### config.mk
export PLATFORM = sky130hd
export DESIGN_NAME = mshr_valid_table
export DESIGN_NICKNAME = d
export VERILOG_FILES = /design/src/common/mshr_cfg_pkg.sv /design/src/common/mshr_entry_pkg.sv /design/src/mshr/mshr_valid_table.sv
export SDC_FILE = /design/constraint.sdc
export NUM_CORES = 1
export LEC_CHECK = 0
export BUFFER_PORTS_ARGS = -buffer_cell sky130_fd_sc_hd__buf_2
export CAP_MARGIN = 20
export CORE_MARGIN = 5
export CORE_UTILIZATION = 30
export DETAILED_ROUTE_END_ITERATION = 10
export PLACE_DENSITY = 0.64
export SLEW_MARGIN = 20
export SYNTH_ARGS = -nofsm -noshare
export SYNTH_HDL_FRONTEND = slang
export SYNTH_SLANG_ARGS = --single-unit
### constraint.sdc
create_clock -name clk_i -period 1.4 [get_ports clk_i]
set_input_delay 0.28 -clock clk_i [delete_from_list [all_inputs] [get_ports clk_i]]
set_output_delay 0.28 -clock clk_i [all_outputs]
set_load 0.05 [all_outputs]
### src/common/mshr_cfg_pkg.sv
package mshr_cfg_pkg;

    // MSHR geometry
    localparam int unsigned MSHR_SETS  = 4;
    localparam int unsigned MSHR_WAYS  = 2;
    localparam int unsigned MSHR_SLOTS = MSHR_SETS * MSHR_WAYS;
    localparam int unsigned MSHR_SET_W = $clog2(MSHR_SETS);
    localparam int unsigned MSHR_WAY_W = $clog2(MSHR_WAYS);

    // Cache line addressing
    localparam int unsigned CACHE_SET_W = 6;
    localparam int unsigned TAG_W       = 8;
    localparam int unsigned NLINE_W     = TAG_W + CACHE_SET_W;

    // Request fields kept per entry
    localparam int unsigned REQ_ID_W    = 4;
    localparam int unsigned SRC_ID_W    = 2;
    localparam int unsigned WORD_W      = 3;
    localparam int unsigned CACHE_WAY_W = 2;

    typedef logic [MSHR_SET_W-1:0]  mshr_set_t;
    typedef logic [MSHR_WAY_W-1:0]  mshr_way_t;
    typedef logic [CACHE_SET_W-1:0] cache_set_t;
    typedef logic [TAG_W-1:0]       tag_t;

    // Line number is the tag above the cache set
    typedef logic [NLINE_W-1:0]     nline_t;

endpackage

### src/common/mshr_entry_pkg.sv
package mshr_entry_pkg;

    // One outstanding refill as stored in the entry memory
    typedef struct packed {
        mshr_cfg_pkg::tag_t                         tag;
        logic [mshr_cfg_pkg::REQ_ID_W-1:0]          req_id;
        logic [mshr_cfg_pkg::SRC_ID_W-1:0]          src_id;
        logic [mshr_cfg_pkg::WORD_W-1:0]            word_idx;
        logic [mshr_cfg_pkg::CACHE_WAY_W-1:0]       victim_way;
        logic                                       need_rsp;
    } mshr_entry_t;

    // Operation seen by the entry memory in a cycle
    // Ack has priority, then alloc, then check
    typedef enum logic [1:0] {
        OP_IDLE  = 2'd0,
        OP_CHECK = 2'd1,
        OP_ALLOC = 2'd2,
        OP_ACK   = 2'd3
    } mshr_op_e;

endpackage

### src/mshr/mshr_valid_table.sv
`timescale 1ns/1ps

module mshr_valid_table (
    input  logic                                                      clk_i,
    input  logic                                                      rst_ni,

    input  logic                                                      alloc_i,
    input  mshr_cfg_pkg::nline_t                                      alloc_nline_i,

    input  logic                                                      ack_i,
    input  mshr_cfg_pkg::mshr_set_t                                   ack_set_i,
    input  mshr_cfg_pkg::mshr_way_t                                   ack_way_i,

    input  mshr_cfg_pkg::mshr_set_t                                   check_set_q_i,

    output mshr_cfg_pkg::mshr_way_t                                   alloc_way_o,
    output logic                                                      alloc_full_o,
    output logic                                                      empty_o,
    output logic                                                      full_o,

    output logic [mshr_cfg_pkg::MSHR_SLOTS-1:0]                       valid_o,
    output mshr_cfg_pkg::cache_set_t [mshr_cfg_pkg::MSHR_SLOTS-1:0]   cache_set_o
);

    logic [mshr_cfg_pkg::MSHR_SLOTS-1:0]                      valid_q;
    mshr_cfg_pkg::cache_set_t [mshr_cfg_pkg::MSHR_SLOTS-1:0]  cache_set_q;

    mshr_entry_pkg::mshr_op_e                                 op;
    mshr_cfg_pkg::mshr_set_t                                  alloc_set;
    logic [mshr_cfg_pkg::MSHR_WAY_W+mshr_cfg_pkg::MSHR_SET_W-1:0] slot;

    // MSHR set is the low bits of the cache set
    assign alloc_set = alloc_nline_i[mshr_cfg_pkg::MSHR_SET_W-1:0];

    // Lowest free way in the allocation set
    always_comb begin
        alloc_way_o = '0;
        for (int w = mshr_cfg_pkg::MSHR_WAYS - 1; w >= 0; w--) begin
            if (!valid_q[w * mshr_cfg_pkg::MSHR_SETS + int'(alloc_set)]) begin
                alloc_way_o = mshr_cfg_pkg::mshr_way_t'(w);
            end
        end
    end

    // No free way left in the set under check in stage 1
    always_comb begin
        alloc_full_o = 1'b1;
        for (int w = 0; w < mshr_cfg_pkg::MSHR_WAYS; w++) begin
            if (!valid_q[w * mshr_cfg_pkg::MSHR_SETS + int'(check_set_q_i)]) begin
                alloc_full_o = 1'b0;
            end
        end
    end

    assign empty_o = ~|valid_q;
    assign full_o  = &valid_q;

    // Checks leave the table untouched
    always_comb begin
        if (ack_i) begin
            op = mshr_entry_pkg::OP_ACK;
        end else if (alloc_i) begin
            op = mshr_entry_pkg::OP_ALLOC;
        end else begin
            op = mshr_entry_pkg::OP_IDLE;
        end
    end

    // Slot index is way above set
    always_comb begin
        case (op)
            mshr_entry_pkg::OP_ACK:   slot = {ack_way_i, ack_set_i};
            mshr_entry_pkg::OP_ALLOC: slot = {alloc_way_o, alloc_set};
            default:                  slot = '0;
        endcase
    end

    always_ff @(posedge clk_i or negedge rst_ni) begin
        if (!rst_ni) begin
            valid_q <= '0;
        end else begin
            case (op)
                mshr_entry_pkg::OP_ALLOC: valid_q[slot] <= 1'b1;
                mshr_entry_pkg::OP_ACK:   valid_q[slot] <= 1'b0;
                default: ;
            endcase
        end
    end

    // Cache set of each pending line for hit and ack readout
    always_ff @(posedge clk_i) begin
        if (op == mshr_entry_pkg::OP_ALLOC) begin
            cache_set_q[slot] <= alloc_nline_i[mshr_cfg_pkg::CACHE_SET_W-1:0];
        end
    end

    assign valid_o     = valid_q;
    assign cache_set_o = cache_set_q;

endmodule

* After elaboration in Yosys (flattened, before gate mapping) *
Index checks and enable logic that the tools add are counted.

operators by class
  add/subtract/negate cells = 2
  order comparisons = 6
  equal/unequal tests = 2
  muxes and demuxes = 21
  bitwise gates (word level) = 3
  reductions and logical operators = 5

operators with widths
  kind                 count
  $bwmux 48            1
  $demux 6 s3          1
  $pmux 8 s2           1
  $mux 1               9
  $add 3x2->4 const A  2
  $and 8x8->8          1
  $lt 2x4->1 const B   2
  $lt 4x4->1 const B   2
  $not 8->8            1
  $or 8x8->8           1
  $reduce_and 8->1     1
  $reduce_or 8->1      1
  $bmux 1 s3           2
  $mux 6               1
  $pmux 3 s2           1
  $bmux 1 s2           2
  $eq 2x2->1 const B   2
  $lt 3x4->1 const B   1
  $mux 2               2
  $demux 1 s3          1
  $ge 3x1->1 const B   1
  $reduce_bool 2->1    1
  $logic_and 1x1->1    1
  $logic_not 1->1      1

word-level totals
  register bits after elaboration = 56
  input bits = 23

* Logic depth before layout (Yosys ltp) *
  depth in word-level cells = 13
  depth in mapped cells = 3
  depth with buffers taken out = 2

* Least setup slack after synthesis *
Ideal clock, no wire load.

  path type = register to output
  from = register (tool-made name)
  to = output empty_o
  arrival = 1.833 ns
  required time = 1.120 ns
  path slack = -0.713 ns
  cell stages (with the launch flop) = 3
  buffers on the path = 0
  cell sequence = dfrtp_1 or4_1 nor2_1

RTL lines
  item              line                    source
  end: declaration  mshr_valid_table.sv:18  output logic empty_o,

==> impl_metrics.ini <==
[setup_path]
critical_path_arrival_ps = 1550
criticalPathCategory = reg2out
worstPathRequired_ps = 1120
cp_max_fo = 2
startpoint_type = register
end_kind = output pin

[grt]
antenna_found_initial = 0
grt_pass1_vias = 1383
grt_pass1_wl_um = 7270
track_usage_pct = 11.1
gr-total-overflow = 0
grt_max_degree = 19

[synthesis]
synth_fa_ha_area_share_pct = 0
synth_cell_types = 27
async_flop_share_pct = 14.3
synthSimpleGateAreaFrac_pct = 14.2
synth_top_area_share_pct = 70.4
synth.area.mux_share_pct = 1.10
synth-edff-count = 48
synthFlopType = edfxtp_1
synthCells = 111
yosys.area.top_type = edfxtp_1
synth_top_family_by_area = simple AND/OR/NAND/NOR gates
yosys_warnings = 0
yosys-top-cells-area = edfxtp_1 70%, dfrtp_1 9.8%, nand4b_1 2.6%
synth_xor_area_share_pct = 0
mappedNetlistNets = 134
synth_compound_area_share_pct = 3.73
yosysSeqAreaShare_pct = 80.1
avgSynthCellArea_um2 = 18.5
netlist_area_mm2 = 0.00205
synth-seq-cells = 56

[route]
vias_per_cell = 4.72
vias = 1453
drc = 0
drt_iter0_markers = 72
finalWirelength_um = 4760
firstDrtPassIters = 5
ant_nets = 0
routedWlPerCell_um = 15.5

[placed_design]
gp_congestion = 0.709
dp_slack_ps = -193
dpl.hpwl_um = 3670
port_buffers = 74

[clock_network]
cts.sinks = 56
cts_max_level = 2
cts_buffer_depth = 2
clkTransAtPathRegs_ps = 100
root_buffer = clkbuf_8
cts_tree = yes
numCtsBuffers = 5
worst_skew_pair.late_latency_ps = 300

[cells_and_area]
mostFrequentLayoutCell = buf_2
mostFrequentLayoutCells = 65 x buf_2, 48 x edfxtp_1, 28 x buf_4, 11 x buf_6, 8 x dfrtp_2
fin_util_pct = 45.8
drive_gt1_share_pct = 61.4
n_antenna_cell = 0
nNetsFinal = 250
area_growth_pct = 50.3
fill_cells = 580

[timing]
whs_ps = 263
fin_crit_ps = 1830
worstMarginPinSlew_ps = 318
rsz0062_at_grt = true
finalCritPeriodShare_pct = 131
fin_worst_skew_ps = 5.03
relSlewSlack_pct = 78.8
setup_viol = 6
clock.fmax_mhz = 547
fin_ws_ps = -428
hold_violations = 0
slew_violations = 0

[floorplan]
io_pins = 83
rows = 30
die_h_um = 92.6
die-area_mm2 = 0.00858
fp.coreArea_mm2 = 0.00672
start_util_pct = 30.5
dieWidth_um = 92.6

[run_status]
violations = negative setup slack
status = complete, but fails checks

[flow_run]
maxCapViolCount = 0

[power_and_ir_drop]
clockPowerShare_pct = 19.5
netSwitchingFraction_pct = 33.2
power.internal_mw = 2.97
cellLeakagePower_nw = 1.23
power_density_mw_per_mm2 = 1440
pwr-share-comb_pct = 35.3
ir_drop_v = 0.000975
sequentialPowerShare_pct = 45.2
switching_power_mw = 1.47

[hold_path]
hp-class = in2reg
area by class of cell:
class / instances / area, um2 / area share (%)
tap: 80 / 100 / 3.25
inverter: 3 / 11.3 / 0.366
timing repair buffer: 110 / 749 / 24.3
clock buffer: 5 / 68.8 / 2.23
clock inverter: 3 / 22.5 / 0.731
sequential: 56 / 1650 / 53.6
multi-input combinational: 51 / 475 / 15.4
per-layer routing:
metal | GRT usage, % | vias up | share of wire (%)
li1 | - | 681 | -
met1 | 14.3 | 689 | 42
met2 | 17.9 | 75 | 48
met3 | 3.09 | 8 | 8.7
met4 | 4.03 | 0 | 1.8
met5 | 0 | - | 0
synth_stat cells (all sizes together), types with 2 or more instances:
| cell type | number |
|---|---|
| and4bb | 2 |
| o32ai | 2 |
| nand2b | 3 |
| nor3 | 2 |
| o2bb2ai | 4 |
| or4 | 2 |
| edfxtp | 48 |
| nand4 | 5 |
| dfrtp | 8 |
| nand4bb | 2 |
| nand4b | 6 |
| inv | 3 |
| nor2 | 8 |
| nor2b | 5 |
kinds of logic after synthesis:
family	count (synthesis)
multiplexers	1
AO/OA/AOI/OAI	8
buffers and inverters	4
AND/OR/NAND/NOR	42
flip-flops	56
worst max-delay path, stage by stage, from the launching register on:
cell     delay, ps
dfrtp_2        410
or4_4          560
nor2_4         130
buf_8          150
path summary, 6_finish.rpt:
check / from / depth (start not counted) / slack (ps) / to
max: register / 3 / -430 / empty_o
min: alloc_nline_i[4] / 1 / 260 / cache_set_o[22]$_DFFE_PP_
max reg2reg: register / 5 / 50 / cache_set_o[41]$_DFFE_PP_
min reg2reg: register / 2 / 650 / register
max in group asynchronous: rst_ni / 2 / 880 / asynchronous set/reset pin
min in group asynchronous: rst_ni / 2 / 340 / asynchronous set/reset pin
power groups by stage:
stage | clock, mW | sequential [mW] | combinational, mW
3_3_place_gp | 0 | 2.04 | 1.29
6_report | 0.867 | 2.01 | 1.57
3_5_place_dp | 0 | 2.04 | 1.30
5_1_grt | 0.958 | 2.02 | 1.66
4_1_cts | 0.898 | 2.01 | 1.48
2_1_floorplan | 0 | 2.44 | 0.360
stage by stage:
step                      cells  cell area [um2]  setup TNS, ps  total power [mW]
after global placement      297             2830          -1680              3.32
after detailed placement    297             2830          -1870              3.34
after global routing        308             3080          -1560              4.64
after floorplan             111             2100           -537              2.80
after CTS                   307             3020          -1310              4.39
final                       308             3080          -1280              4.45
timing repair:
action | 4_1_cts | 5_1_grt
hold endpoints to repair | 8 | 0
pin swaps | 4 | 1
gates resized for setup | 24 | 15
setup endpoints to repair | 15 | 21
hold buffers | 1 | 0
buffers inserted | 1 | 1
No activity file was read; power rests on OpenSTA's default activity.
