`src/common/mshr_cfg_pkg.sv`:
```
package mshr_cfg_pkg;

    // MSHR geometry
    localparam int unsigned MSHR_SETS  = 4;
    localparam int unsigned MSHR_WAYS  = 2;
    localparam int unsigned MSHR_SLOTS = MSHR_SETS * MSHR_WAYS;
    localparam int unsigned MSHR_SET_W = $clog2(MSHR_SETS);
    localparam int unsigned MSHR_WAY_W = $clog2(MSHR_WAYS);

    // Cache line addressing
    localparam int unsigned CACHE_SET_W = 6;
    localparam int unsigned TAG_W       = 8;
    localparam int unsigned NLINE_W     = TAG_W + CACHE_SET_W;

    // Request fields kept per entry
    localparam int unsigned REQ_ID_W    = 4;
    localparam int unsigned SRC_ID_W    = 2;
    localparam int unsigned WORD_W      = 3;
    localparam int unsigned CACHE_WAY_W = 2;

    typedef logic [MSHR_SET_W-1:0]  mshr_set_t;
    typedef logic [MSHR_WAY_W-1:0]  mshr_way_t;
    typedef logic [CACHE_SET_W-1:0] cache_set_t;
    typedef logic [TAG_W-1:0]       tag_t;

    // Line number is the tag above the cache set
    typedef logic [NLINE_W-1:0]     nline_t;

endpackage

```
`src/common/mshr_entry_pkg.sv`:
```
package mshr_entry_pkg;

    // One outstanding refill as stored in the entry memory
    typedef struct packed {
        mshr_cfg_pkg::tag_t                         tag;
        logic [mshr_cfg_pkg::REQ_ID_W-1:0]          req_id;
        logic [mshr_cfg_pkg::SRC_ID_W-1:0]          src_id;
        logic [mshr_cfg_pkg::WORD_W-1:0]            word_idx;
        logic [mshr_cfg_pkg::CACHE_WAY_W-1:0]       victim_way;
        logic                                       need_rsp;
    } mshr_entry_t;

    // Operation seen by the entry memory in a cycle
    // Ack has priority, then alloc, then check
    typedef enum logic [1:0] {
        OP_IDLE  = 2'd0,
        OP_CHECK = 2'd1,
        OP_ALLOC = 2'd2,
        OP_ACK   = 2'd3
    } mshr_op_e;

endpackage

```
`src/mshr/mshr_entry_ram.sv`:
```
`timescale 1ns/1ps

module mshr_entry_ram (
    input  logic                                                        clk_i,
    input  logic                                                        rst_ni,

    input  logic                                                        check_i,
    input  logic                                                        alloc_i,
    input  logic                                                        ack_i,

    input  mshr_cfg_pkg::cache_set_t                                    check_set_i,
    input  mshr_cfg_pkg::mshr_set_t                                     ack_set_i,

    input  mshr_cfg_pkg::nline_t                                        alloc_nline_i,
    input  mshr_cfg_pkg::mshr_way_t                                     alloc_way_i,
    input  logic [mshr_cfg_pkg::REQ_ID_W-1:0]                           alloc_req_id_i,
    input  logic [mshr_cfg_pkg::SRC_ID_W-1:0]                           alloc_src_id_i,
    input  logic [mshr_cfg_pkg::WORD_W-1:0]                             alloc_word_i,
    input  logic [mshr_cfg_pkg::CACHE_WAY_W-1:0]                        alloc_victim_way_i,
    input  logic                                                        alloc_need_rsp_i,

    output mshr_entry_pkg::mshr_entry_t [mshr_cfg_pkg::MSHR_WAYS-1:0]   rentry_o
);

    mshr_entry_pkg::mshr_entry_t mem_q [mshr_cfg_pkg::MSHR_SETS-1:0][mshr_cfg_pkg::MSHR_WAYS-1:0];
    mshr_entry_pkg::mshr_entry_t [mshr_cfg_pkg::MSHR_WAYS-1:0] rentry_q;

    mshr_entry_pkg::mshr_op_e    op;
    mshr_cfg_pkg::mshr_set_t     addr;
    mshr_entry_pkg::mshr_entry_t wentry;

    always_comb begin
        if (ack_i) begin
            op = mshr_entry_pkg::OP_ACK;
        end else if (alloc_i) begin
            op = mshr_entry_pkg::OP_ALLOC;
        end else if (check_i) begin
            op = mshr_entry_pkg::OP_CHECK;
        end else begin
            op = mshr_entry_pkg::OP_IDLE;
        end
    end

    always_comb begin
        case (op)
            mshr_entry_pkg::OP_ACK:   addr = ack_set_i;
            mshr_entry_pkg::OP_ALLOC: addr = alloc_nline_i[mshr_cfg_pkg::MSHR_SET_W-1:0];
            mshr_entry_pkg::OP_CHECK: addr = check_set_i[mshr_cfg_pkg::MSHR_SET_W-1:0];
            default:                  addr = '0;
        endcase
    end

    // Tag sits above the cache set in the line number
    always_comb begin
        wentry.tag        = alloc_nline_i[mshr_cfg_pkg::NLINE_W-1:mshr_cfg_pkg::CACHE_SET_W];
        wentry.req_id     = alloc_req_id_i;
        wentry.src_id     = alloc_src_id_i;
        wentry.word_idx   = alloc_word_i;
        wentry.victim_way = alloc_victim_way_i;
        wentry.need_rsp   = alloc_need_rsp_i;
    end

    // Only the chosen way is written
    always_ff @(posedge clk_i) begin
        for (int w = 0; w < mshr_cfg_pkg::MSHR_WAYS; w++) begin
            if (op == mshr_entry_pkg::OP_ALLOC && int'(alloc_way_i) == w) begin
                mem_q[addr][w] <= wentry;
            end
        end
    end

    // All ways read together and held until the next read
    always_ff @(posedge clk_i or negedge rst_ni) begin
        if (!rst_ni) begin
            rentry_q <= '0;
        end else if (op == mshr_entry_pkg::OP_CHECK || op == mshr_entry_pkg::OP_ACK) begin
            for (int w = 0; w < mshr_cfg_pkg::MSHR_WAYS; w++) begin
                rentry_q[w] <= mem_q[addr][w];
            end
        end
    end

    assign rentry_o = rentry_q;

endmodule

```
`config.mk`:
```
export PLATFORM = sky130hd
export DESIGN_NAME = mshr_entry_ram
export DESIGN_NICKNAME = d
export VERILOG_FILES = /design/src/common/mshr_cfg_pkg.sv /design/src/common/mshr_entry_pkg.sv /design/src/mshr/mshr_entry_ram.sv
export SDC_FILE = /design/constraint.sdc
export NUM_CORES = 1
export LEC_CHECK = 0
export CAP_MARGIN = 20
export CORE_ASPECT_RATIO = 1.2
export CORE_MARGIN = 5
export CORE_UTILIZATION = 45
export CTS_BUF_LIST = sky130_fd_sc_hd__clkbuf_8
export DETAILED_ROUTE_END_ITERATION = 8
export DONT_BUFFER_PORTS = 1
export GPL_TIMING_DRIVEN = 0
export PLACE_DENSITY = 0.6
export SLEW_MARGIN = 10
export SYNTH_ARGS = -nofsm -noshare
export SYNTH_HDL_FRONTEND = slang
export SYNTH_SLANG_ARGS = --single-unit
```
`constraint.sdc`:
```
create_clock -name clk_i -period 1.4 [get_ports clk_i]
set_clock_uncertainty 0.05 [all_clocks]
set_input_delay 0.14 -clock clk_i [delete_from_list [all_inputs] [get_ports clk_i]]
set_output_delay 0.14 -clock clk_i [all_outputs]
set_load 0.02 [all_outputs]
```
**Word-level counts from Yosys, hierarchy flattened**

Memories as Yosys holds them, arrays and structs flattened. A register that Yosys moved wholly into a read port is not among the register bits.
Index checks and enable logic that the tools add are counted.

- Output and inout port bits: 40
- Input port bits: 40
- Memories kept: 1
- Bits in read-only memories: 0
- Register bits: 0
- Logic and storage cells: 17
- Bits in writable memories: 160
- Bits in latches: 0

- $mul: 0
- Reduce and logical (&&, ||, !) cells: 4
- Muxes and demuxes: 8
- Divide/modulo/power cells: 0
- Shift operators: 0
- Bitwise gates (word level): 1
- Eq/ne operators: 3
- Order comparisons: 0
- $add $sub $neg: 0

Memory list:

| name | depth | bits a word | read ports | clocked after Yosys merged registers in | wr ports | RTL line | source |
|---|---|---|---|---|---|---|---|
| mem_q | 4 | 40 | 1 | 1 | 1 | mshr_entry_ram.sv:25 | `mshr_entry_pkg::mshr_entry_t mem_q [mshr_cfg_pkg::MSHR_SETS-1:0][mshr_cfg_pkg::MSHR_WAYS-1:0];` |

Operator list:

| operator | count |
|---|---|
| $pmux W2 S3 | 1 |
| $mux W1 | 5 |
| $eq A2 B2 Y1 const B | 2 |
| $mux W2 | 2 |
| $eq A2 B1 Y1 const B | 1 |
| $logic_and A1 B1 Y1 | 2 |
| $logic_not A1 Y1 | 1 |
| $logic_or A1 B1 Y1 | 1 |
| $not A1 Y1 | 1 |

**Longest topological paths before layout**

Gate-level depths: netlist of the first run.

- Depth after elaboration: 7
- Mapped depth: 7
- Gate-level depth less buffers: 4

**Least setup slack after synthesis of the first run**

Ideal clock, no wire load.

- Path type: input to register
- From: in ack_i
- To: mem mem_q[0][0] (netlist bit) (enable)
- Setup time: 422 ps
- Buffers on the path: 3
- Setup slack: -1,474 ps
- Data arrival time: 2,402 ps
- Data required time: 928 ps
- Cell stages on the path: 6
- Path through: buf_2 -> a21oi_2 -> buf_2 -> buf_2 -> a21oi_2 -> nor3_1

- Word-level cells in the longest chain between the ends: 5
- Elaborated cells between the ends (all ways): 8
- Classes of those cells: eq/ne: 3; mux: 4; reduce/logical: 1

Ends and longest elaborated chain:

| item | RTL line | source |
|---|---|---|
| from (decl) | mshr_entry_ram.sv:9 | `input logic ack_i,` |
| $mux W2 (*) | mshr_entry_ram.sv:33 | `if (ack_i) begin` |
| $eq A2 B2 Y1 | mshr_entry_ram.sv:45, mshr_entry_ram.sv:66 |  |
| $logic_and A1 B1 Y1 | mshr_entry_ram.sv:66 | `if (op == mshr_entry_pkg::OP_ALLOC && int'(alloc_way_i) == w) begin` |
| $mux W1 | mshr_entry_ram.sv:66 |  |
| $mux W1 (implied by the code) | mshr_entry_ram.sv:67 | `mem_q[addr][w] <= wentry;` |
| to (decl) | mshr_entry_ram.sv:25 |  |

Mark *: on every way between the ends. The rest lies on a longest branch, timed or not.

**Worst setup path after layout of the first run**

- From: in ack_i
- To: mem mem_q[2][17] (netlist bit) (enable)

The elaborated chain is that of the path after synthesis.

==> flow_summary.json, run 1 <==
{
  "setup_slack_ns": -0.000750,
  "cp.required_ns": 1.54,
  "die_area_mm2": 0.0203,
  "syn_avg_cell_area_um2": 15.6,
  "criticalPathCategory": "primary input to register",
  "start_util_pct": 45.4,
  "gr-total-overflow": 0,
  "p_leak_uw": 0.00336,
  "hold_depth": 4,
  "core_area_mm2": 0.0174,
  "pre_cts_slack_ns": -0.974,
  "grt_pass1_vias": 5033,
  "ys_seq_area_share_pct": 73.4,
  "synth_cells": 506,
  "synth_seq_cells": 200,
  "status": "complete, but fails checks",
  "syn-cell-area_mm2": 0.00791,
  "grt_antenna_before_repair": 0,
  "dp_hpwl_mm": 12.7,
  "crit_path_end_kind": "register",
  "power_density_mw_per_mm2": 1270,
  "synth_edf_count": 160,
  "synth_nets": 546,
  "place.gp.congestion": 0.789,
  "final.min_clock_period_ns": 1.40,
  "synth_warnings": 0,
  "num_vias": 4752,
  "final_common_cell": "edfxtp_1",
  "fp.dieW_um": 131,
  "synth.distinct_cells": 31,
  "violations": "setup timing",
  "io_buffers": 0,
  "fin_area_mm2": 0.00958,
  "vdd_drop_max_v": 0.000544,
  "vias_per_cell": 5.86,
  "grt_pass1_wl_mm": 30.4,
  "drive_gt1_share_pct": 23.7,
  "root_buffer": "clkbuf_8",
  "routedWlPerCell_um": 24.9,
  "ff2ff_path_depth": 4,
  "wirelength_mm": 20.2,
  "maxCapViolations": 0,
  "clk_pin_slew_ns": 0.09,
  "htreeDepth": 4,
  "die_y_um": 155,
  "fin_crit_sh_pct": 100,
  "synthFlopType": "edfxtp_1",
  "grt_usage_pct": 20.8,
  "clockBufferDepth": 2,
  "cts_buffers": 17,
  "cts_tree": "yes",
  "cp.arrival_ns": 1.54,
  "drc": 0,
  "drtPass1Iterations": 7,
  "first_iter_violations": 301,
  "cts.sink_count": 200,
  "slew_headroom_pct": 42.1,
  "timing.fmax_mhz": 714,
  "dpl_cell_area_mm2": 0.00864,
  "grt_start_max_net_pins": 41,
  "final_util_pct": 54.9,
  "ios": 80,
  "n_antenna_cell": 0,
  "clock_latency_ns": 0.47,
  "syn_to_final_growth_pct": 21.1,
  "worstHoldPathType": "primary input to register",
  "final_cell_mix": "edfxtp_1, a211oi_1, mux2i_1, nor2_1, dfrtp_1",
  "synthArstFlopShare_pct": 20.0,
  "slew_violations": 0,
  "tightest_slew_ns": 0.869,
  "hold_violations": 0,
  "fin_nets": 618,
  "worstPathMaxFanout": 10,
  "setup_viol": 1,
  "rows": 53,
  "detail-route-antenna-nets": 0,
  "fin_tns_setup_ns": -0.000750,
  "startpoint_type": "primary input"
}
[sequential cells by signal (all words and copies together), names as in the netlist]
name and count:
mem_q 160, rentry_o 40
[Yosys cell counts (2+ instances only)]
| library cell | number | area, um2 |
|---|---|---|
| a22oi_1 | 2 | 15.0 |
| a2111oi_2 | 10 | 150 |
| a21oi_2 | 2 | 17.5 |
| buf_2 | 17 | 85.1 |
| inv_1 | 38 | 143 |
| clkbuf_1 | 14 | 52.6 |
| edfxtp_1 | 160 | 4800 |
| a21o_1 | 2 | 15.0 |
| mux2i_1 | 42 | 420 |
| dfrtp_1 | 40 | 1000 |
| buf_4 | 6 | 45.0 |
| nor2_1 | 40 | 150 |
| nor3_1 | 8 | 40.0 |
| o22ai_1 | 2 | 12.5 |
| a41oi_1 | 2 | 17.5 |
| nand2_1 | 4 | 15.0 |
| a211oi_1 | 76 | 571 |
| a2111oi_0 | 28 | 245 |
[through the flow]
stage,cells,power [uW],hold WS (ns)
after floorplan,506,7970,-0.206
after CTS,808,12300,0.0214
final,811,12200,0.0525
after global placement,726,8280,-0.203
after global routing,811,12700,0.0582
after detailed placement,732,8330,-0.203
[power by group]
group / switching, uW / leakage (uW) / internal (uW)
logic: 781 / 0.00125 / 470
clock network: 2040 / 0.000210 / 1780
registers: 415 / 0.00189 / 6720
total: 3230 / 0.00336 / 8960
[worst paths after layout]
kind                              start      endpoint  slack [ns]
max                               ack_i  mem_q[2][17]     -0.0007
max in group asynchronous        rst_ni  rentry_o[38]        0.92
max reg2reg                mem_q[3][12]  rentry_o[12]        0.26
min in group asynchronous        rst_ni   rentry_o[6]        0.15
min                               ack_i  rentry_o[32]        0.05
min reg2reg                mem_q[1][33]  rentry_o[33]        0.53
[critical path, stage by stage]
cell and delay, ns:
buf_8 0.12, a21oi_4 0.18, buf_6 0.19, buf_6 0.17, a21oi_4 0.14, buf_4 0.18
nor3_4 0.22, buf_12 0.17
[timing repair]
action                     4_1_cts  5_1_grt
setup endpoints to repair      152       58
hold endpoints to repair       200        0
pin swaps                       10        2
setup buffers                   20        3
cloned                           2        0
resized for setup                3        5
hold buffers                    22        0
[per-layer routing]
layer,share of wire (%),GRT usage (%)
met1,38,25.3
met5,0,0
met3,6.3,4.98
met4,1.7,6.17
met2,54,36.4
[kinds of logic (layout without fill, tap and decap cells)]
logic type	Yosys count	in the layout	share of synthesized area, %
flops	200	200	73.4
compound gates	126	126	13.4
buf+inv	77	160	4.22
simple gates	61	63	3.67
mux	42	42	5.31
[area by class of cell]
class | instances | area, um2
Multi-Input combinational cell | 231 | 2090
Fill cell | 1408 | 7860
Tap cell | 220 | 275
Timing Repair Buffer | 51 | 601
Inverter | 38 | 143
Buffer | 39 | 262
Clock buffer | 17 | 234
Sequential cell | 200 | 5810
Clock inverter | 15 | 173
Note: power is estimated with default switching activity, not from simulation.
==> inputs of run 2 (changes only) <==
--- a/config.mk
+++ b/config.mk
@@ -9,10 +9,9 @@
 export CORE_ASPECT_RATIO = 1.2
 export CORE_MARGIN = 5
 export CORE_UTILIZATION = 45
-export CTS_BUF_LIST = sky130_fd_sc_hd__clkbuf_8
+export CTS_BUF_LIST = sky130_fd_sc_hd__clkbuf_16
 export DETAILED_ROUTE_END_ITERATION = 8
 export DONT_BUFFER_PORTS = 1
-export GPL_TIMING_DRIVEN = 0
 export PLACE_DENSITY = 0.6
 export SLEW_MARGIN = 10
 export SYNTH_ARGS = -nofsm -noshare
==> run 2 against run 1 <==
Compared with the run above:
- the flow now finishes without violations
- hold slack better by 0.068 ns
- sequential power decreased by 1%
- clock power is 18% higher
- final area grew 3.7%
- global-route usage decreased by 2.1 points
- sequential share of layout area shrank 2.2 points
- utilization is 2.0 points higher
- critical path depth is 7 lower
- combinational power is 20% higher
- register-to-register slack about the same
- critical path type is now register to output port
- critical endpoint is now rentry_o[31]
- largest power group unchanged
- highest routed layer unchanged
==> flow_summary.json, run 2 (synthesized netlist as in run 1, its figures left out) <==
{
  "status": "completed",
  "switching_power_uw": 3250,
  "syn_to_final_growth_pct": 25.6,
  "pwr-share-seq_pct": 54.0,
  "grt_antenna_before_repair": 0,
  "crit_path_end_kind": "output port",
  "nFillCells": 1383,
  "rows": 53,
  "num_vias": 4591,
  "final_common_cell": "edfxtp_1",
  "die_area_mm2": 0.0203,
  "worstHoldPathType": "primary input to register",
  "routedWlPerCell_um": 21.9,
  "io_buffers": 0,
  "final_util_pct": 57.0,
  "detail-route-antenna-nets": 0,
  "grt_usage_pct": 18.6,
  "fin_nets": 622,
  "dp_hpwl_mm": 11.4,
  "drc": 0,
  "finalPower_uw": 13100,
  "n_antenna_cell": 0,
  "timing.fmax_mhz": 818,
  "hold_violations": 0,
  "crit_buf_inv": 1,
  "final.min_clock_period_ns": 1.22,
  "final_cell_mix": "edfxtp_1, a211oi_1, buf_4, mux2i_1",
  "regMostFlops": "mem_q",
  "drive_gt1_share_pct": 26.2,
  "first_iter_violations": 239,
  "cp.arrival_ns": 1.03,
  "clk_pin_slew_ns": 0.07,
  "cts_buffers": 17,
  "p_int_uw": 9810,
  "drtPass1Iterations": 5,
  "largest_register_ff_count": 160,
  "ios": 80,
  "fp.dieW_um": 131,
  "max_stage_delay_ns": 0.42,
  "swShare_pct": 24.9,
  "slew_headroom_pct": 72.0,
  "fin_crit_sh_pct": 87.3,
  "root_buffer": "clkbuf_16",
  "core_area_mm2": 0.0174,
  "cts-resized-gates": 0,
  "cts_tree": "yes",
  "maxCapViolations": 0,
  "p_clk_share_pct": 34.6,
  "clock_latency_ns": 0.43,
  "clockBufferDepth": 2,
  "die_y_um": 155,
  "place.gp.congestion": 0.740,
  "worstPathMaxFanout": 2,
  "tightest_slew_ns": 0.410,
  "multi_input_area_mm2": 0.00208,
  "cp_top_family": "flip-flops",
  "gr-total-overflow": 0,
  "rsz0062_at_grt": "false",
  "cp.required_ns": 1.21,
  "grt_start_max_net_pins": 41,
  "crit_chain": "buf_4",
  "criticalPathCategory": "register to output port",
  "grt_pass1_wl_mm": 28.1,
  "setup_viol": 0,
  "vdd_drop_max_v": 0.000773,
  "start_util_pct": 45.4,
  "seq_area_mm2": 0.00581,
  "fin_tns_setup_ns": 0,
  "htreeDepth": 4,
  "grt_pass1_vias": 4864,
  "wirelength_mm": 17.8,
  "cts.sink_count": 200,
  "vias_per_cell": 5.63,
  "p_leak_uw": 0.00353,
  "startpoint_type": "register",
  "power_density_mw_per_mm2": 1310,
  "slew_violations": 0,
  "combPwrFrac_pct": 11.5,
  "crit_slowest_cell": "dfrtp_1"
}
run 2: repair_timing:
item,CTS,global route
hold buffers,23,0
endpoints found under the hold margin,202,0
buffers inserted,0,0
run 2: through the flow:
step                      instance area [um2]  instances  setup slack (ns)  hold slack, ns
final                                    9940        815             0.178           0.120
after global routing                     9940        815            0.0850           0.153
after CTS                                9940        815             0.152           0.103
after global placement                   9150        760            -0.120          -0.203
after detailed placement                 9150        760            -0.150          -0.204
after floorplan                          8250        506            -0.406          -0.206
run 2: path summary, 6_finish.rpt:
| kind | from | end | slack (ns) | cells after the start |
|---|---|---|---|---|
| worst max register to register | mem_q[3][34] | rentry_o[34] | 0.27 | 4 |
| max in group asynchronous | rst_ni | rentry_o[3] | 0.91 | 2 |
| min in group asynchronous | rst_ni | rentry_o[19] | 0.17 | 2 |
| worst min-delay path | check_set_i[0] | rentry_o[32] | 0.12 | 4 |
| worst min register to register | rentry_o[3] | rentry_o[3] | 0.52 | 2 |
| worst max-delay path | rentry_o[31] | rentry_o[31] | 0.18 | 1 |
run 2: final cells by class:
type	instances	share of cell area, %
Inverter	38	1.44
Sequential cell	200	58.4
Tap cell	220	2.77
Multi-Input combinational cell	229	20.9
Timing Repair Buffer	96	11.0
Clock inverter	15	1.12
Clock buffer	17	4.28
run 2: power by group through the flow:
stage	clock network [uW]	registers (uW)	logic, uW
2_1_floorplan	0	7200	769
3_3_place_gp	0	7170	1340
3_5_place_dp	0	7180	1360
4_1_cts	4610	7050	1520
5_1_grt	4860	7080	1620
6_report	4510	7050	1500
run 2: routing by layer:
layer	share of wire, %	GRT usage, %	vias to the layer above
met5	0	0	-
met2	52	31.1	88
met1	42	23.6	2344
li1	-	-	2139
met4	1.5	5.49	0
met3	4.6	5.29	20
