===== src/common/mshr_cfg_pkg.sv =====
package mshr_cfg_pkg;

    // MSHR geometry
    localparam int unsigned MSHR_SETS  = 4;
    localparam int unsigned MSHR_WAYS  = 2;
    localparam int unsigned MSHR_SLOTS = MSHR_SETS * MSHR_WAYS;
    localparam int unsigned MSHR_SET_W = $clog2(MSHR_SETS);
    localparam int unsigned MSHR_WAY_W = $clog2(MSHR_WAYS);

    // Cache line addressing
    localparam int unsigned CACHE_SET_W = 6;
    localparam int unsigned TAG_W       = 8;
    localparam int unsigned NLINE_W     = TAG_W + CACHE_SET_W;

    // Request fields kept per entry
    localparam int unsigned REQ_ID_W    = 4;
    localparam int unsigned SRC_ID_W    = 2;
    localparam int unsigned WORD_W      = 3;
    localparam int unsigned CACHE_WAY_W = 2;

    typedef logic [MSHR_SET_W-1:0]  mshr_set_t;
    typedef logic [MSHR_WAY_W-1:0]  mshr_way_t;
    typedef logic [CACHE_SET_W-1:0] cache_set_t;
    typedef logic [TAG_W-1:0]       tag_t;

    // Line number is the tag above the cache set
    typedef logic [NLINE_W-1:0]     nline_t;

endpackage


===== src/common/mshr_entry_pkg.sv =====
package mshr_entry_pkg;

    // One outstanding refill as stored in the entry memory
    typedef struct packed {
        mshr_cfg_pkg::tag_t                         tag;
        logic [mshr_cfg_pkg::REQ_ID_W-1:0]          req_id;
        logic [mshr_cfg_pkg::SRC_ID_W-1:0]          src_id;
        logic [mshr_cfg_pkg::WORD_W-1:0]            word_idx;
        logic [mshr_cfg_pkg::CACHE_WAY_W-1:0]       victim_way;
        logic                                       need_rsp;
    } mshr_entry_t;

    // Operation seen by the entry memory in a cycle
    // Ack has priority, then alloc, then check
    typedef enum logic [1:0] {
        OP_IDLE  = 2'd0,
        OP_CHECK = 2'd1,
        OP_ALLOC = 2'd2,
        OP_ACK   = 2'd3
    } mshr_op_e;

endpackage


===== src/mshr/mshr_ack_read.sv =====
`timescale 1ns/1ps

module mshr_ack_read (
    input  logic                                                        clk_i,
    input  logic                                                        rst_ni,

    input  logic                                                        ack_i,
    input  mshr_cfg_pkg::mshr_set_t                                     ack_set_i,
    input  mshr_cfg_pkg::mshr_way_t                                     ack_way_i,

    input  mshr_cfg_pkg::cache_set_t [mshr_cfg_pkg::MSHR_SLOTS-1:0]     cache_set_i,
    input  mshr_entry_pkg::mshr_entry_t [mshr_cfg_pkg::MSHR_WAYS-1:0]   rentry_i,

    output logic [mshr_cfg_pkg::REQ_ID_W-1:0]                           ack_req_id_o,
    output logic [mshr_cfg_pkg::SRC_ID_W-1:0]                           ack_src_id_o,
    output mshr_cfg_pkg::cache_set_t                                    ack_cache_set_o,
    output logic [mshr_cfg_pkg::CACHE_WAY_W-1:0]                        ack_cache_way_o,
    output mshr_cfg_pkg::tag_t                                          ack_cache_tag_o,
    output logic [mshr_cfg_pkg::WORD_W-1:0]                             ack_word_o,
    output logic                                                        ack_need_rsp_o
);

    mshr_cfg_pkg::mshr_set_t ack_set_q;
    mshr_cfg_pkg::mshr_way_t ack_way_q;

    always_ff @(posedge clk_i or negedge rst_ni) begin
        if (!rst_ni) begin
            ack_set_q <= '0;
            ack_way_q <= '0;
        end else if (ack_i) begin
            ack_set_q <= ack_set_i;
            ack_way_q <= ack_way_i;
        end
    end

    // Stored cache set stays readable after the slot is freed
    assign ack_cache_set_o = cache_set_i[{ack_way_q, ack_set_q}];

    // Memory read data of the acknowledged way
    assign ack_cache_tag_o = rentry_i[ack_way_q].tag;
    assign ack_req_id_o    = rentry_i[ack_way_q].req_id;
    assign ack_src_id_o    = rentry_i[ack_way_q].src_id;
    assign ack_word_o      = rentry_i[ack_way_q].word_idx;
    assign ack_cache_way_o = rentry_i[ack_way_q].victim_way;
    assign ack_need_rsp_o  = rentry_i[ack_way_q].need_rsp;

endmodule


===== config.mk =====
export PLATFORM = sky130hd
export DESIGN_NAME = mshr_ack_read
export DESIGN_NICKNAME = d
export VERILOG_FILES = /design/src/common/mshr_cfg_pkg.sv /design/src/common/mshr_entry_pkg.sv /design/src/mshr/mshr_ack_read.sv
export SDC_FILE = /design/constraint.sdc
export NUM_CORES = 1
export LEC_CHECK = 0
export BUFFER_PORTS_ARGS = -buffer_cell sky130_fd_sc_hd__clkbuf_2
export CAP_MARGIN = 20
export CORE_UTILIZATION = 26
export CTS_BUF_LIST = sky130_fd_sc_hd__clkbuf_2
export DETAILED_ROUTE_END_ITERATION = 10
export PLACE_DENSITY_LB_ADDON = 0.2
export SLEW_MARGIN = 20
export SYNTH_ARGS = -nofsm -noshare
export SYNTH_HDL_FRONTEND = slang
export SYNTH_SLANG_ARGS = --single-unit

===== constraint.sdc =====
create_clock -name clk_i -period 1.6 [get_ports clk_i]
set_input_delay 0.32 -clock clk_i [delete_from_list [all_inputs] [get_ports clk_i]]
set_output_delay 0.32 -clock clk_i [all_outputs]
set_load 0.005 [all_outputs]

* Yosys cells after proc, flatten, opt, wreduce, memory -nomap -nowiden *
Index checks and enable logic that the tools add are counted.

operators by class
  order comparisons = 2
  multipliers = 0
  divide/modulo/power cells = 0
  add/sub/neg operators = 0
  mux-type cells = 4
  shift operators = 0
  bitwise operators = 0
  reductions and logical operators = 0
  equality and inequality tests = 0

operator list
  operator                                                    count
  two-way mux 20 bit                                          2
  binary-select mux 6 bit (select 3 bit)                      1
  two-way mux 6 bit                                           1
  less-than comparator 3 x 4 -> 1 bit, second input constant  1
  less-than comparator 1 x 2 -> 1 bit, second input constant  1

word-level totals
  bits in read-only memories = 0
  memory bits (writable) = 0
  output and inout port bits = 26
  latch bits = 0
  memories = 0
  logic and storage cells = 8
  flip-flop bits (word level) = 3

* Depth between registers and ports, before layout *
Gate-level depths: netlist of run 1.

  depth in word-level cells = 2
  mapped depth = 3
  mapped depth without buffers = 2

* Worst setup path after synthesis of run 1 *
OpenSTA, ideal clock, no wires.

  path type = flip-flop to output port
  from = register ack_set_q[0]
  to = output ack_cache_set_o[0]
  path buffers = 1
  stages on the path, launching flop included = 4
  slack = -87 ps
  arrival time = 1,367 ps
  path through = dfrtp_1 buf_6 mux4_1 mux2_2

between the ends
  word-level cells in the longest chain between the ends = 2

RTL lines
  element                                  RTL line             RTL
  start: declaration                       mshr_ack_read.sv:23  mshr_cfg_pkg::mshr_set_t ack_set_q;
  start signal: assignment                 mshr_ack_read.sv:31  ack_set_q <= ack_set_i;
  binary-select mux 6 bit (select 3 bit)   mshr_ack_read.sv:37  assign ack_cache_set_o = cache_set_i[{ack_way_q, ack_set_q}];
  two-way mux 6 bit (implied by the code)  mshr_ack_read.sv:37
  end: declaration                         mshr_ack_read.sv:16  output mshr_cfg_pkg::cache_set_t ack_cache_set_o,

No other way between the ends. The select of a mux whose other input is x is not followed.

* Final worst setup path of run 1 *
  from = register ack_set_q[0]
  to = output ack_cache_set_o[2]

The elaborated chain is that of the path after synthesis.

==> flow_results.org, run 1 <==
** Pwr
- The share of total power dissipated in combinational logic is between 70% and 80%.
- Sequential cells burn 12.4% of the power.
- In this run the static leakage power is 0.8748 nW.
- The internal portion of the total power is between 0.5 and 0.6 mW.
- The share of total power dissipated in the clock network is 14.1%.
- VDD sags by at most 0.3970 mV.
- Cell area power density :: 490.1 mW/mm^2
- Net switching power figure :: 0.2152 mW
- Total power for the finished layout comes to 0.7371 mW.
- Net switching is 29.20% of the power.

** Critical path
- Among all stages on the critical path, the largest delay is contributed by mux4_2.
- Count of buffer and inverter cells on the critical path :: 2
- Required arrival time at the worst endpoint :: 1280 ps
- Worst Path Arrival :: 1630 ps
- Minimum setup slack among reg-to-reg paths :: between 600 and 700 ps
- Broken down by cell family, the worst path's largest delay share belongs to multiplexers.
- Cell chain of the critical path :: buf_6, mux4_2, mux2_4, clkbuf_2
- Start-to-end type of the worst setup path :: flip-flop to output port
- STA classifies the critical path startpoint as a flip-flop.
- Worst setup EP type :: output port
- Of all nets on the critical path, the largest fanout is 5.
- For this run, the slowest stage of the critical path takes 500 ps.

** Global route
- Pin count of the biggest net entering global routing :: 23
- Number of antenna violations at the first check in global routing :: 0
- Number of global-route vias before repair :: 1018
- GRT Util Overall :: 16.28%
- After global routing the overflow that remains totals 0.
- The first global-routing pass estimated 4.071 mm of wire.

** Floorplan
- Die Ht :: 55.56 um
- Pin placement for this block handled 120 I/O pins.
- After floorplanning, the core was sized to cover 0.002734 mm^2.
- The die covers 0.003086 mm^2.
- Initial Utilization :: 27.28%
- In this run the core area contains 19 standard-cell rows.
- Die Span X :: 55.56 um

** Placed design
- During placement, the flow inserted port buffers numbering approximately 120.
- Once placement finished, the instance area stood at 0.001415 mm^2.
- Post-placement worst setup slack :: -187.2 ps
- Once detailed placement completed, the half-perimeter wirelength came to 2.063 mm.
- The congestion estimate from routability-driven global placement came to between 0.6 and 0.7.

** Final layout
- Post-synthesis to final-layout area growth :: 101.7%
- Share of final-layout standard cells stronger than drive strength 1 :: 97.69%
- Ant. Diodes :: 0
- The filler cells instantiated in the layout total 256.
- In the final layout, the multi-input gates occupy between 600 and 700 um^2.
- The final layout contains 268 nets.
- Summing all flip-flop and latch instances after layout gives 75.07 um^2.
- Final instance area :: 0.001504 mm^2

** STA
- Once routing completed, OpenROAD measured the worst setup slack at -350.1 ps.
- Peak Freq :: 512.8 MHz
- Share of the clock period used by the worst path after layout :: 121.9%
- Between clock sinks in the finished design, the worst skew comes to 0 ps.
- Setup violations remaining at the end of the flow were counted as 6.
- The number of max-slew violations in the final report came to 0.
- Max_slew headroom :: around nine tenths
- Hold Worst Slack :: ~350 ps
- At the pin with the least slew margin, the transition time is 171.6 ps.
- Summed over all failing endpoints, the final setup total negative slack is -2047 ps.
- For the finished layout, the period the worst path requires is 1950 ps.
- RSZ-0062 raised after global routing :: yes
- The count of final hold-check violations was 0.

** Routing
- Count of nets left with antenna violations after detail routing :: 0
- First-pass iteration count of the detailed router :: 5
- Highest routed layer :: met3
- DRC violations left :: 0
- Wire length on met3 :: 271 um
- Across all layers, the routed design uses 971 vias.
- DRT met1 WL :: 879 um
- Met2 wire length :: 1.406 mm
- In the routed layout, each cell is associated on average with a via count of 4.760.
- The routed design has 2.557 mm of wire.
- Average wire length per cell after detail routing :: between 10 and 15 um
- After the first detailed-routing iteration, the DRC count stood at 25.

** CTS
- Clock Pin Slew Worst Setup and Hold Paths :: 40 ps
- TritonCTS built the clock tree.
- Clock latency on the worst-skew pair :: 200 ps
- The clock passes through at most 2 buffers.
- Counting every sink on the clock net gives 3.
- The cell sitting at the root of the clock tree is a clkbuf_2.
- Counting the buffers created by CTS gives 3.
- CTS built an H-tree with a depth of 1.

** Yosys
- Post-synth net total :: 143
- Number of distinct library cells after synthesis :: 7
- Flip-flop and latch count after synthesis :: 3
- Synthesis produced a netlist whose cell count is 49.
- Yosys attributes the largest share of cell area to mux2_2 44%, mux4_1 42%, dfrtp_1 10%.
- Post-Synthesis Cell Area :: 745.7 um^2
- Syn_area_per_cell :: 15.22 um^2
- In this run the biggest area consumer among cell types represents a little over two fifths of the synthesized area.
- During synthesis, Yosys emitted a total of 0 warnings.
- Most area-hungry cell type in the Yosys netlist :: mux2_2
- Share of the yosys chip area belonging to registers :: 10.07%

** Hold path
- The path class of the tightest hold or removal check is input pin to flip-flop.

** Outcome
- Violations in the final reports :: negative setup slack
- The run finished, with violations left.

** Job
- The tool flagged a number of max-cap violations equal to 0.
[cells in the final DEF (no fill, tap or decap)]
| cell | instances |
|---|---|
| buf_12 | 3 |
| buf_4 | 1 |
| buf_6 | 2 |
| clkbuf_2 | 122 |
| dfrtp_1 | 3 |
| dlygate4sd3_1 | 1 |
| mux2_2 | 7 |
| mux2_4 | 22 |
| mux4_2 | 12 |
[layer usage]
metal	up-vias	global-route usage, %
met5	-	0
met4	0	4.286
met3	0	4.215
met2	66	32.87
met1	449	15.95
li1	456	-
[power groups by stage]
stage | Combinational (mW) | Sequential (mW) | Clock, mW
6_report | 0.542 | 0.0917 | 0.104
5_1_grt | 0.589 | 0.0926 | 0.121
4_1_cts | 0.511 | 0.0918 | 0.107
3_5_place_dp | 0.501 | 0.0923 | 0
3_3_place_gp | 0.489 | 0.0921 | 0
2_1_floorplan | 0.264 | 0.0908 | 0
[cell type report]
cell class / instances / share of cell area, %
timing repair buffer: 125 / 45.92
multi-input combinational: 41 / 45.17
sequential: 3 / 4.992
tap: 31 / 2.579
clock buffer: 4 / 1.331
[state kept, by name, indices dropped and copies added (netlist names)]
register   cells
ack_way_q      1
ack_set_q      2
[repair_timing]
action / CTS / global route
buffers inserted: 0 / 0
hold buffers: 1 / 0
resized for setup: 4 / 17
setup endpoints to repair: 6 / 22
endpoints found under the hold margin: 3 / 0
[cell families (layout without fill, tap and decap cells)]
| group | count (synthesis) | count (layout) | share of synthesized area [%] |
|---|---|---|---|
| buf+inv | 5 | 129 | 3.858 |
| flops | 3 | 3 | 10.07 |
| mux | 41 | 41 | 86.07 |
[through the flow]
stage / utilization [%] / cells
4_1_cts: 52.59 / 204
5_1_grt: 55.01 / 204
2_1_floorplan: - / 49
3_3_place_gp: 51.76 / 199
3_5_place_dp: 51.76 / 199
6_report: 55.01 / 204
[cell usage after synthesis]
| master | count |
|---|---|
| clkbuf_1 | 1 |
| mux2_2 | 29 |
| dfrtp_1 | 3 |
| buf_6 | 1 |
| buf_2 | 2 |
| buf_1 | 1 |
| mux4_1 | 12 |
[final timing paths]
path,cells after the start,startpoint,endpoint
worst min-delay path,2,ack_way_i,ack_way_q
worst max register to register,2,ack_set_q[0],ack_set_q[0]
min in group asynchronous,2,rst_ni,ack_set_q[0]
worst max-delay path,4,ack_set_q[0],ack_cache_set_o[2]
max in group asynchronous,2,rst_ni,ack_way_q
worst min register to register,2,ack_set_q[1],ack_set_q[1]
Power figures use the tool's default switching activity.
==> inputs of run 2 (changes only) <==
--- a/config.mk
+++ b/config.mk
@@ -7,7 +7,7 @@
 export LEC_CHECK = 0
 export BUFFER_PORTS_ARGS = -buffer_cell sky130_fd_sc_hd__clkbuf_2
 export CAP_MARGIN = 20
-export CORE_UTILIZATION = 26
+export CORE_UTILIZATION = 29
 export CTS_BUF_LIST = sky130_fd_sc_hd__clkbuf_2
 export DETAILED_ROUTE_END_ITERATION = 10
 export PLACE_DENSITY_LB_ADDON = 0.2
==> constraint.sdc (replaced) <==
create_clock -name clk_i -period 2 [get_ports clk_i]
set_input_delay 0.4 -clock clk_i [delete_from_list [all_inputs] [get_ports clk_i]]
set_output_delay 0.4 -clock clk_i [all_outputs]
set_load 0.005 [all_outputs]
==> run 2 against run 1 <==
  * Sequential share of layout area rose by 0.41 points
  * The run still ends with negative setup slack left
  * Total power shrank 24%
  * First-iteration DRC count is 56% lower
  * Design area fell by 4.6%
  * Final cell count did not move
  * Core utilization grew 3.4 points
  * Sequential power shrank 10%
==> flow_results.org, run 2 (synthesis gave the netlist of run 1 again) <==
** Placed design
- The number of cells after detailed placement was 197 (-1.0%).
- Routability congestion estimate from global placement :: 0.6683 (-1.4%)
- Area after detailed placement :: 0.001393 mm^2 (-1.6%)
- The number of buffers inserted by port buffering is 119 (unchanged).

** Routing
- The routed length per instance is 12.30 um (-1.8%).
- The routed via count came to 980 (+0.93%).
- The starting DRC count in detailed routing was 11 (-56%).
- Final Routed Wirelength :: 2.510 mm (-1.8%)
- The remaining routing DRC violations came to 0 (unchanged).
- Count of nets left with antenna violations after detail routing :: 0 (unchanged)
- First-pass iteration count of the detailed router :: 4 (-1)
- The average via count per standard cell came to 4.804 (+0.93%).

** Pwr
- Net switching power figure :: 0.1656 mW (-23%)
- Overall power after layout :: 0.5568 mW (-24%)
- The power per unit of standard cell area was 387.9 mW/mm^2 (-21%).
- Internal cell power :: 0.3911 mW (-25%)
- The clock network power share came to 15.2% (+1.1 points).
- Reg power frac :: 14.8% (+2.4 points)
- The worst IR drop on VDD was 0.4129 mV (+4.0%).
- The net switching fraction of the power is 29.75% (+0.55 points).
- Standby leakage power :: 0.8014 nW (-8.4%)
- Gate power share :: 70.1% (-3.4 points)

** Floorplan
- Number of ports placed on the die boundary :: 120 (unchanged)
- Total Die Area :: 0.002778 mm^2 (-10%)
- Initial Utilization :: 30.38% (+3.1 points)
- Core Box Area :: 0.002455 mm^2 (-10%)
- Die Ht :: 52.71 um (-5.1%)
- The horizontal die dimension was 52.71 um (-5.1%).
- Cell Rows :: 18 (-1)

** CTS
- TritonCTS built the clock tree.
- The clock transition at the registers of the reported paths is 40 ps (about the same).
- The number of clock sinks is 3 (unchanged).
- The maximum level of the CTS H-tree was 1 (unchanged).
- Root buffer cell :: clkbuf_2
- The worst-case clock buffer depth was 2 (unchanged).
- The clock latency of the later-clocked register in the worst-skew pair is 210 ps (about the same).
- Clock buffers created by TritonCTS :: 3 (unchanged)

** Global route
- The total global-route track usage is 17.62% (+1.3 points).
- The total congestion overflow is 0 (unchanged).
- The maximum number of pins on one net before global-route repair is 19 (-17%).
- The number of antenna violations at the first check in global routing is 0 (unchanged).
- The first-pass GRT wire length came to 3.622 mm (-11%).
- Number of global-route vias before repair :: 893 (-12%)

** Critical path
- WP depth :: 4 (unchanged)
- Cell with the largest stage delay on the worst path :: mux4_2
- The delay contributed by the slowest stage of the critical path is 480 ps (-20 ps).
- STA classifies the critical path startpoint as a flip-flop.
- Cell chain of the critical path :: clkbuf_16, mux4_2, mux2_4, clkbuf_2
- STA classifies the critical path endpoint as an output port.
- Highest fanout seen on the critical path :: 5 (unchanged)
- Count of buffer and inverter cells on the critical path :: 2 (unchanged)
- The worst register-to-register path begins at ack_set_q[0].
- The worst register-to-register path ends at ack_set_q[0].
- Largest delay contributor family on the critical path :: multiplexers
- The required time of the worst setup path came to 1600 ps (+320 ps).
- Start-to-end type of the worst setup path :: flip-flop to output port
- Minimum setup slack among reg-to-reg paths :: 900 ps (+230 ps)
- Count of cells along the worst register-to-register path :: 3 (+1)
- Worst Path Arrival :: 1650 ps (+20 ps)

** Hold path
- In this run the most critical hold path is launched from ack_set_i[0].
- Worst hold path class :: input pin to flip-flop
- Worst hold path cell count :: 2 (unchanged)
- For hold timing, the worst endpoint is ack_set_q[0].

** STA
- RSZ-0062 raised after global routing :: yes
- The count of final hold-check violations was 0 (unchanged).
- Peak Freq :: 488.5 MHz
- Setup violators final :: 6 (unchanged)
- The clock tree skew after final layout was 0 ps (unchanged).
- Final Slew Violations :: 0 (unchanged)
- Share of the clock period used by the worst path after layout :: 102.4%
- Final worst path period need :: around 2000 ps
- The worst slew margin relative to its limit is 80.63% (-7.9 points).
- The worst hold-check slack is 431.2 ps (+78.11 ps).
- The transition at the pin with the smallest max-transition slack came to 290.6 ps (+119.0 ps).
- Worst-case setup margin in the final layout :: -47.19 ps (+302.9 ps)

** Outcome
- Result of the run :: complete, but fails checks
- The checks that failed: negative setup slack.

** Final layout
- The antenna diode count came to 0 (unchanged).
- Biggest registers after layout :: ack_set_q (2), ack_way_q (1)
- The share of layout cells above drive strength 1 came to 98.85% (+1.2 points).
- In the layout the commonest cells are 123 x clkbuf_2, 24 x mux2_2, 12 x mux4_2.
- Post-synthesis to final-layout area growth :: 92.45%
- More flip-flops sit in one register than any other, and that register is ack_set_q.
- The utilization of the core after routing came to 58.46% (+3.4 points).
- Post-route non-filler standard cell count :: 204 (unchanged)
- The area of all placed cells without fillers is 0.001435 mm^2 (-4.6%).
- The library cell used most frequently in the layout, excluding fill and tap cells, is clkbuf_2.
- Largest register FFs :: 2 (unchanged)
- The count of nets after finishing came to 269 (+0.37%).

** Job
- Number of maximum-capacitance violations :: 0 (unchanged)
## run 2: worst max-delay path by stage
stage | startpoint | slack (ps) | endpoint
floorplan | ack_set_q[0] | 230 | ack_cache_set_o[0]
global placement | ack_set_q[0] | 170 | ack_cache_set_o[5]
detailed placement | ack_set_q[0] | 130 | ack_cache_set_o[3]
CTS | ack_set_q[0] | -90 | ack_cache_set_o[3]
global route | ack_set_q[0] | -120 | ack_cache_set_o[3]
finish | ack_set_q[0] | -50 | ack_cache_set_o[0]
## run 2: area by class of cell
| class | instances | area, um^2 |
|---|---|---|
| flip-flops and latches | 3 | 77.57 |
| fillers | 235 | 1020 |
| multi-input cells | 41 | 615.6 |
| clock buffers | 4 | 20.02 |
| well taps | 30 | 37.54 |
| repair buffers | 126 | 684.4 |
## run 2: power groups by stage
stage | registers [mW] | clock network [mW] | logic [mW]
2_1_floorplan | 0.0727 | 0 | 0.185
3_3_place_gp | 0.0796 | 0 | 0.343
3_5_place_dp | 0.0803 | 0 | 0.352
4_1_cts | 0.0843 | 0.0867 | 0.395
5_1_grt | 0.0844 | 0.0964 | 0.425
6_report | 0.0823 | 0.0844 | 0.390
## run 2: per-layer routing
metal	vias to the layer above	routed length [um]	share of wire, %	track usage, %
met5	-	0	0	0
met4	0	27	1.1	6.140
li1	460	-	-	-
met1	454	891	35	18.29
met3	4	209	8.3	2.029
met2	62	1382	55	35.23
## run 2: timing repair
item	in CTS	in global routing
endpoints found under the setup margin	6	6
gates cloned	1	0
resized for setup	20	2
hold endpoints to repair	3	0
buffers inserted	1	0
hold buffers	1	0
## run 2: per-stage QoR
step                setup TNS (ps)  setup WS (ps)
global route                -654.6         -118.1
finish                      -201.3         -47.19
floorplan                        0          232.7
global placement                 0          167.5
CTS                         -435.4         -87.15
detailed placement               0          128.7
